<file path="src/rtl/axi_bus_config.svh">
`ifndef AXI_BUS_CONFIG_SVH
`define AXI_BUS_CONFIG_SVH

// Bus widths.
`define AXI_ADDR_W  32
`define AXI_DATA_W  64   // One SRAM word per beat.
`define AXI_STRB_W  8
`define AXI_LEN_W   8    // Burst length field.

`define SRAM_WORDS  256  // Word index is addr[10:3].
`define AXI_MAX_LEN 15   // 16 beats at most.

`endif
</file>
<file path="src/rtl/axi_bus_pkg.sv">
`default_nettype none

package axi_bus_pkg;

   // Response codes.
   typedef enum logic [1:0] {
      RESP_OKAY   = 2'b00,
      RESP_SLVERR = 2'b10
   } axi_resp_e;

   // Burst types, WRAP is not supported.
   typedef enum logic [1:0] {
      BURST_FIXED = 2'b00,
      BURST_INCR  = 2'b01
   } axi_burst_e;

   // Read grant owner.
   typedef enum logic [1:0] {
      OWN_NONE = 2'b00,
      OWN_IFU  = 2'b01,
      OWN_MEM  = 2'b10
   } arb_owner_e;

endpackage

`default_nettype wire

</file>
<file path="src/rtl/axi_read_arbiter.sv">
`timescale 1ns/1ps
`default_nettype none

`include "axi_bus_config.svh"

module axi_read_arbiter import axi_bus_pkg::*; (
   input  logic                   clk,
   input  logic                   rst,

   // Fetch unit read group.
   input  logic [`AXI_ADDR_W-1:0] araddr_ifu,
   input  logic [`AXI_LEN_W-1:0]  arlen_ifu,
   input  logic [1:0]             arburst_ifu,
   input  logic                   arvalid_ifu,
   output logic                   arready_ifu,
   output logic [`AXI_DATA_W-1:0] rdata_ifu,
   output logic [1:0]             rresp_ifu,
   output logic                   rlast_ifu,
   output logic                   rvalid_ifu,
   input  logic                   rready_ifu,

   // Load/store unit read group.
   input  logic [`AXI_ADDR_W-1:0] araddr_mem,
   input  logic [`AXI_LEN_W-1:0]  arlen_mem,
   input  logic [1:0]             arburst_mem,
   input  logic                   arvalid_mem,
   output logic                   arready_mem,
   output logic [`AXI_DATA_W-1:0] rdata_mem,
   output logic [1:0]             rresp_mem,
   output logic                   rlast_mem,
   output logic                   rvalid_mem,
   input  logic                   rready_mem,

   // Load/store unit write group.
   input  logic [`AXI_ADDR_W-1:0] awaddr_mem,
   input  logic [`AXI_LEN_W-1:0]  awlen_mem,
   input  logic [1:0]             awburst_mem,
   input  logic                   awvalid_mem,
   output logic                   awready_mem,
   input  logic [`AXI_DATA_W-1:0] wdata_mem,
   input  logic [`AXI_STRB_W-1:0] wstrb_mem,
   input  logic                   wlast_mem,
   input  logic                   wvalid_mem,
   output logic                   wready_mem,
   output logic [1:0]             bresp_mem,
   output logic                   bvalid_mem,
   input  logic                   bready_mem,

   // Slave side read.
   output logic [`AXI_ADDR_W-1:0] araddr,
   output logic [`AXI_LEN_W-1:0]  arlen,
   output logic [1:0]             arburst,
   output logic                   arvalid,
   input  logic                   arready,
   input  logic [`AXI_DATA_W-1:0] rdata,
   input  logic [1:0]             rresp,
   input  logic                   rlast,
   input  logic                   rvalid,
   output logic                   rready,

   // Slave side write.
   output logic [`AXI_ADDR_W-1:0] awaddr,
   output logic [`AXI_LEN_W-1:0]  awlen,
   output logic [1:0]             awburst,
   output logic                   awvalid,
   input  logic                   awready,
   output logic [`AXI_DATA_W-1:0] wdata,
   output logic [`AXI_STRB_W-1:0] wstrb,
   output logic                   wlast,
   output logic                   wvalid,
   input  logic                   wready,
   input  logic [1:0]             bresp,
   input  logic                   bvalid,
   output logic                   bready
);

   arb_owner_e owner, owner_nxt;
   logic       ar_done;      // AR accepted, data phase running.
   logic       sel_ifu, sel_mem;
   logic       last_beat;

   assign sel_ifu   = (owner == OWN_IFU);
   assign sel_mem   = (owner == OWN_MEM);
   assign last_beat = rvalid && rready && rlast;

   // Fixed priority, ifu first.
   always_comb begin
      owner_nxt = owner;
      case (owner)
         OWN_NONE: begin
            if (arvalid_ifu) owner_nxt = OWN_IFU;
            else if (arvalid_mem) owner_nxt = OWN_MEM;
         end
         OWN_IFU, OWN_MEM: begin
            if (last_beat) owner_nxt = OWN_NONE; // Release after the last beat.
         end
         default: owner_nxt = OWN_NONE;
      endcase
   end

   always_ff @(posedge clk) begin
      if (rst) begin
         owner   <= OWN_NONE;
         ar_done <= 1'b0;
      end else begin
         owner <= owner_nxt;
         if (last_beat) ar_done <= 1'b0;
         else if (arvalid && arready) ar_done <= 1'b1;
      end
   end

   // Address phase from the owner only.
   assign arvalid = ((sel_ifu && arvalid_ifu) || (sel_mem && arvalid_mem)) && !ar_done;
   assign araddr  = sel_ifu ? araddr_ifu  : (sel_mem ? araddr_mem  : '0);
   assign arlen   = sel_ifu ? arlen_ifu   : (sel_mem ? arlen_mem   : '0);
   assign arburst = sel_ifu ? arburst_ifu : (sel_mem ? arburst_mem : 2'b00);
   assign rready  = sel_ifu ? rready_ifu  : (sel_mem ? rready_mem  : 1'b0);

   assign arready_ifu = sel_ifu && !ar_done && arready;
   assign arready_mem = sel_mem && !ar_done && arready;

   // Data back to the owner, zeros to the other one.
   assign rdata_ifu  = sel_ifu ? rdata  : '0;
   assign rresp_ifu  = sel_ifu ? rresp  : 2'b00;
   assign rlast_ifu  = sel_ifu && rlast;
   assign rvalid_ifu = sel_ifu && rvalid;
   assign rdata_mem  = sel_mem ? rdata  : '0;
   assign rresp_mem  = sel_mem ? rresp  : 2'b00;
   assign rlast_mem  = sel_mem && rlast;
   assign rvalid_mem = sel_mem && rvalid;

   // Writes belong to mem alone.
   assign awaddr      = awaddr_mem;
   assign awlen       = awlen_mem;
   assign awburst     = awburst_mem;
   assign awvalid     = awvalid_mem;
   assign awready_mem = awready;
   assign wdata       = wdata_mem;
   assign wstrb       = wstrb_mem;
   assign wlast       = wlast_mem;
   assign wvalid      = wvalid_mem;
   assign wready_mem  = wready;
   assign bresp_mem   = bresp;
   assign bvalid_mem  = bvalid;
   assign bready      = bready_mem;

   // Slave data only inside a granted, open burst.
   a_rvalid_granted: assert property (@(posedge clk) disable iff (rst)
      rvalid |-> (ar_done && owner != OWN_NONE));

endmodule

`default_nettype wire

</file>
<file path="config.mk">
export PLATFORM = sky130hd
export DESIGN_NAME = axi_read_arbiter
export DESIGN_NICKNAME = d
export VERILOG_FILES = /design/src/rtl/axi_bus_pkg.sv /design/src/rtl/axi_read_arbiter.sv
export VERILOG_INCLUDE_DIRS = /design/src /design/src/rtl
export SDC_FILE = /design/constraint.sdc
export NUM_CORES = 1
export LEC_CHECK = 0
export BUFFER_PORTS_ARGS = -buffer_cell sky130_fd_sc_hd__clkbuf_2
export CORE_AREA = 2 2 232 234
export CTS_BUF_LIST = sky130_fd_sc_hd__clkbuf_8 sky130_fd_sc_hd__clkbuf_16
export DETAILED_ROUTE_END_ITERATION = 8
export DIE_AREA = 0 0 234 236
export PLACE_DENSITY_LB_ADDON = 0.05
export SLEW_MARGIN = 20
export SYNTH_ARGS = -nofsm -noshare
export SYNTH_HDL_FRONTEND = slang
export SYNTH_SLANG_ARGS = --single-unit
</file>
<file path="constraint.sdc">
create_clock -name clk -period 1.7 [get_ports clk]
set_clock_uncertainty 0.1 [all_clocks]
set_input_delay 0.17 -clock clk [delete_from_list [all_inputs] [get_ports clk]]
set_output_delay 0.17 -clock clk [all_outputs]
set_load 0.03 [all_outputs]
</file>
After elaboration in Yosys (flattened, before gate mapping)
Index checks and enable logic that the tools add are counted.

storage, ports and cells
  flip-flop bits (word level) = 3
  bits of input ports = 282

cells by class
  eq/ne operators = 4
  muxes and demuxes = 16
  reduce and logical (&&, ||, !) cells = 20

operators with widths
  kind                count
  $mux 64             2
  $mux 32             2
  $mux 8              2
  $logic_and 1x1->1   14
  $mux 2              7
  $pmux 2 s2          1
  $reduce_or 2->1     2
  $ne 3x3->1 const B  1
  $eq 2x1->1 const B  1
  $eq 2x2->1 const B  1
  $logic_not 2->1     1
  $mux 1              2
  $ne 2x2->1 const B  1
  $reduce_and 2->1    1
  $logic_not 1->1     1
  $logic_or 1x1->1    1

Depth between registers and ports, before layout
  word-level depth = 7
  mapped depth = 6

Worst setup path before layout
Ideal clock, no wire load.

  path kind = reg-to-output
  from = register owner[0]
  to = output araddr[16]
  arrival time = 1.653 ns
  path slack = -0.223 ns
  cell stages (with the launch flop) = 7
  buffers on the path = 2
  cell sequence = dfxtp_1 -> inv_1 -> ha_1 -> buf_2 -> buf_4 -> nand2_1 -> o21ai_0

on the way
  cells in the longest elaborated chain, start to end = 3
  elaborated cells on any way between the ends = 4

ends and longest elaborated chain
  item                    RTL line                 text
  from (decl)             axi_read_arbiter.sv:77   arb_owner_e owner, owner_nxt;
  from (signal assigned)  axi_read_arbiter.sv:106  owner <= owner_nxt;
  $eq 2x2->1              axi_read_arbiter.sv:83   assign sel_mem = (owner == OWN_MEM);
  $mux 32                 axi_read_arbiter.sv:114  assign araddr = sel_ifu ? araddr_ifu : (sel_mem ? araddr_mem : '0);
  $mux 32 (*)             axi_read_arbiter.sv:114
  to (decl)               axi_read_arbiter.sv:50   output logic [`AXI_ADDR_W-1:0] araddr,

Every way passes the cells marked *; elsewhere a longest branch is shown, timed or not.

Worst setup path in the final report
  from = register owner[1]
  to = output arlen[6]

on the way
  cells in the longest elaborated chain, start to end = 3
  elaborated cells on any way between the ends = 4

ends and longest elaborated chain
  item        RTL line                 text
  $eq 2x2->1  axi_read_arbiter.sv:83
  $mux 8      axi_read_arbiter.sv:115  assign arlen = sel_ifu ? arlen_ifu : (sel_mem ? arlen_mem : '0);
  $mux 8 (*)  axi_read_arbiter.sv:115
  to (decl)   axi_read_arbiter.sv:51   output logic [`AXI_LEN_W-1:0] arlen,

Marks and branches as above.

==> impl.org <==
** Timing
- After layout, the worst setup slack is -147 ps.
- Timing would allow up to 541 MHz.
- Setup repair after global routing missed its margin :: true
- Setup violations remaining at the end of the flow were counted as 155.
- At the pin with the least slew margin, the transition time is 437 ps.
- The count of endpoints failing hold in the final timing report was 0.
- Smallest hold slack :: 88.7 ps
- Worst rel slew slack :: 0.708
- Number of slew-limit violations in the final report :: 0
- Minimum clock period :: 1850 ps
- In the finished design, the share of the clock period the worst path needs comes to 1.09.

** Setup path
- Data arrival at the endpoint of the critical path :: 1580 ps
- The worst setup path is captured at an output port.
- Endpoint of the worst register-to-register path :: owner[1]
- Data required time of the worst path :: 1430 ps
- STA classifies the critical path startpoint as a flop.
- Maximum net fanout on the critical path :: 5
- Logic depth of the worst register-to-register path :: 7
- The worst register-to-register path begins at owner[1].
- Type of the worst setup path :: reg2out
- Flop-to-flop setup slack :: -20 ps

** Logic synthesis
- Count of unique library cells instantiated by Yosys :: 23
- The share of synthesized area in the top cell type comes to 0.355.
- For this run, the number of Yosys warnings is 0.
- Number of enable flip-flop cells after synthesis :: 0
- Most frequently used cell type in the post-synthesis netlist :: sky130_fd_sc_hd__and2_1
- In the synthesized netlist, the number of instances is 441.
- Share of flip-flops with an asynchronous set or reset :: 0
- Synth top cells by count :: 136 x sky130_fd_sc_hd__and2_1, 127 x sky130_fd_sc_hd__buf_4, 86 x sky130_fd_sc_hd__nand2_1
- Avg Synthesized Cell Area :: 6.09 µm²
- Sequential area share after synthesis :: 0.0224
- Cell types with the largest area share after synthesis :: sky130_fd_sc_hd__buf_4 36%, sky130_fd_sc_hd__and2_1 32%, sky130_fd_sc_hd__nand2_1 12%
- The number of nets handed over by synthesis was 726.
- Most area-hungry cell type in the Yosys netlist :: sky130_fd_sc_hd__buf_4
- Synth Register Bits :: 3
- The cell area that synthesis handed to floorplanning was 2690 µm².
- Most used DFF post-synth :: sky130_fd_sc_hd__dfxtp_1

** Global routing
- Met3 global-route usage :: 0.0267
- The first global-routing pass estimated 26700 µm of wire.
- Global routing finished with a remaining overflow of 0.
- Met1 global-route usage :: 0.0595
- The global routing stage identified its most utilized layer as met2.
- The number of global-route vias before repair came to 4021.
- The number of antenna violations at the first check in global routing was 0.
- Pin count of the biggest net entering global routing :: 24
- Total track usage :: 0.0659
- Met2 usage in global routing :: 0.128

** Place
- The congestion estimate from routability-driven global placement came to 0.652.
- Detailed placement ended at an HPWL of 15000 µm.
- Port Buf Inserts :: 340

** Detailed routing
- Total via count in the routed design :: 3819
- The detailed router finished its first iteration with 32 violations.
- Routed via count divided by cell count :: 2.75
- Routed Wire Length :: 20500 µm
- Before antenna repair, the detailed router went through 4 iterations.
- In the routed design, unresolved DRC markers number 0.
- Average wire per standard cell :: 14.8 µm
- Antenna-violating nets left :: 0

** Clock tree
- Clock tree buffer depth :: 2
- Clk sinks :: 3
- In this run, post-CTS hold repair placed 0 buffers.
- TritonCTS Buffers :: 3
- Clock transition time at the flip-flop clock pins of the worst setup and hold paths :: 40 ps
- The tree is rooted in a sky130_fd_sc_hd__clkbuf_16.
- TritonCTS built the clock tree.
- In this run the number of H-tree levels came out at 1.
- Insertion delay of the later-clocked pin in the worst-skew pair :: 230 ps

** Hold path
- The worst hold path terminates at ar_done.
- Type of the tightest min-delay check :: in2reg
- Beginning of the worst hold path :: rst
- The worst hold path was traced through 2 stages.

** Pwr
- Leakage power :: 3.33 nW
- Power Dens Cells :: 1540 nW/µm²
- IR analysis of the VDD net gives a maximum drop of 0.430 mV.

** Die
- The floorplan has 85 rows.
- In this run the vertical extent of the chip is 236 µm.
- Starting density of the core :: 0.0506
- Die width :: 234 µm
- Count of boundary I/O pins :: 587
- Die area :: 55200 µm²
- The core region is 53100 µm².

** Status
- Failing checks :: setup timing
- The run finished, with violations left.

** Final layout
- Final core area utilization :: 0.140
- In the final layout, the share of cells above drive strength 1 is 0.774.
- Fin nets :: 977
- Antenna Cells :: 0
- Registers take 62.6 µm².
- Multi-input gate area :: 2040 µm²
- Fill cell total of the finished layout :: 6133
- From synthesis to final layout, the design area changed by 177%.

** Run
- Number of max-capacitance violations reported :: 0
[layout by cell type (no fill, tap or decap)]
| cell | synthesis | final |
|---|---|---|
| sky130_fd_sc_hd__and3b_1 | 2 | 2 |
| sky130_fd_sc_hd__nor3b_1 | 1 | 1 |
| sky130_fd_sc_hd__o21ai_4 | 0 | 9 |
| sky130_fd_sc_hd__bufbuf_16 | 0 | 2 |
| sky130_fd_sc_hd__a21boi_2 | 0 | 1 |
| sky130_fd_sc_hd__a21o_1 | 1 | 1 |
| sky130_fd_sc_hd__nor2b_4 | 0 | 1 |
| sky130_fd_sc_hd__nand3_1 | 1 | 1 |
| sky130_fd_sc_hd__clkbuf_8 | 0 | 122 |
| sky130_fd_sc_hd__nand2_1 | 86 | 58 |
| sky130_fd_sc_hd__inv_2 | 0 | 2 |
| sky130_fd_sc_hd__nand2_2 | 0 | 25 |
| sky130_fd_sc_hd__dfxtp_2 | 0 | 2 |
| sky130_fd_sc_hd__buf_12 | 0 | 14 |
| sky130_fd_sc_hd__and2_1 | 136 | 77 |
| sky130_fd_sc_hd__buf_8 | 0 | 50 |
| sky130_fd_sc_hd__and2_4 | 0 | 59 |
| sky130_fd_sc_hd__ha_1 | 3 | 1 |
| sky130_fd_sc_hd__buf_16 | 0 | 12 |
| sky130_fd_sc_hd__o221a_1 | 1 | 1 |
| sky130_fd_sc_hd__nor2b_1 | 2 | 1 |
| sky130_fd_sc_hd__nand3b_1 | 1 | 1 |
| sky130_fd_sc_hd__buf_4 | 127 | 14 |
| sky130_fd_sc_hd__o32ai_2 | 0 | 1 |
| sky130_fd_sc_hd__a21boi_1 | 0 | 1 |
| sky130_fd_sc_hd__o21ai_2 | 0 | 27 |
| sky130_fd_sc_hd__nand2_4 | 0 | 3 |
| sky130_fd_sc_hd__o21ai_1 | 16 | 6 |
| sky130_fd_sc_hd__a211oi_4 | 0 | 1 |
| sky130_fd_sc_hd__clkbuf_2 | 0 | 159 |
| sky130_fd_sc_hd__a22o_1 | 1 | 1 |
| sky130_fd_sc_hd__ha_4 | 0 | 2 |
| sky130_fd_sc_hd__inv_1 | 3 | 2 |
| sky130_fd_sc_hd__clkbuf_16 | 0 | 10 |
| sky130_fd_sc_hd__dfxtp_1 | 3 | 1 |
| sky130_fd_sc_hd__buf_6 | 0 | 18 |
| sky130_fd_sc_hd__a311oi_2 | 1 | 1 |
| sky130_fd_sc_hd__a21oi_1 | 1 | 1 |
[routing by layer]
layer  part of all wire  routed length (µm)
met5             0.0025                  51
met3               0.11                2220
met4              0.039                 792
met2               0.52               10600
met1               0.33                6830
[worst max path at each step]
stage                   from    endpoint
floorplan           owner[1]   araddr[0]
global placement    owner[0]  arburst[1]
detailed placement  owner[0]  arburst[1]
CTS                 owner[1]  araddr[30]
global route        owner[1]    arlen[6]
finish              owner[1]    arlen[6]
[power breakdown]
part | switching [W] | leakage, nW | internal (W)
clock | 0.0000723 | 0.0423 | 0.000304
sequential | 0.0000264 | 0.0253 | 0.000101
combinational | 0.00539 | 3.26 | 0.00559
[cells by family after synthesis]
family / Yosys count / share of synthesized area
AO/OA/AOI/OAI: 51 / 0.110
adder cells (fa/ha/maj): 3 / 0.0140
buffers and inverters: 155 / 0.398
AND/OR/NAND/NOR: 229 / 0.456
flip-flops: 3 / 0.0224
[registers in the layout, summed over array words and instances, names as in the netlist]
signal and cells:
owner 2, ar_done 1
[stage by stage]
| step | setup slack (ps) | area [µm²] | total power [W] | cells | setup TNS [ps] |
|---|---|---|---|---|---|
| 2_1_floorplan | -174 | 2690 | 0.00459 | 441 | -1400 |
| 3_3_place_gp | -267 | 4540 | 0.00678 | 1349 | -356 |
| 3_5_place_dp | -225 | 4540 | 0.00662 | 1349 | -311 |
| 4_1_cts | -165 | 6920 | 0.0106 | 1377 | -16200 |
| 5_1_grt | -201 | 7450 | 0.0122 | 1387 | -19470 |
| 6_report | -147 | 7450 | 0.0115 | 1387 | -9430 |
[area by class of cell]
| class | instances | share of cell area |
|---|---|---|
| Tap cell | 696 | 0.117 |
| Multi-Input combinational cell | 283 | 0.274 |
| Timing Repair Buffer | 398 | 0.589 |
| Inverter | 3 | 0.00151 |
| Clock buffer | 3 | 0.0101 |
| Sequential cell | 3 | 0.00840 |
| Clock inverter | 1 | 0.000504 |
[timing repair]
item | 4_1_cts | 5_1_grt
pin swaps | 42 | 15
resized for setup | 464 | 140
endpoints found under the setup margin | 165 | 183
setup buffers | 11 | 5
gates cloned | 13 | 8
[critical path, stage by stage, from the launching register on]
cell                        delay [ps]
sky130_fd_sc_hd__dfxtp_2           320
sky130_fd_sc_hd__inv_2              50
sky130_fd_sc_hd__ha_4              180
sky130_fd_sc_hd__buf_12            150
sky130_fd_sc_hd__clkbuf_16         170
sky130_fd_sc_hd__clkbuf_16         170
sky130_fd_sc_hd__o21ai_2           140
sky130_fd_sc_hd__clkbuf_8          170
No activity file was read; power rests on OpenSTA's default activity.
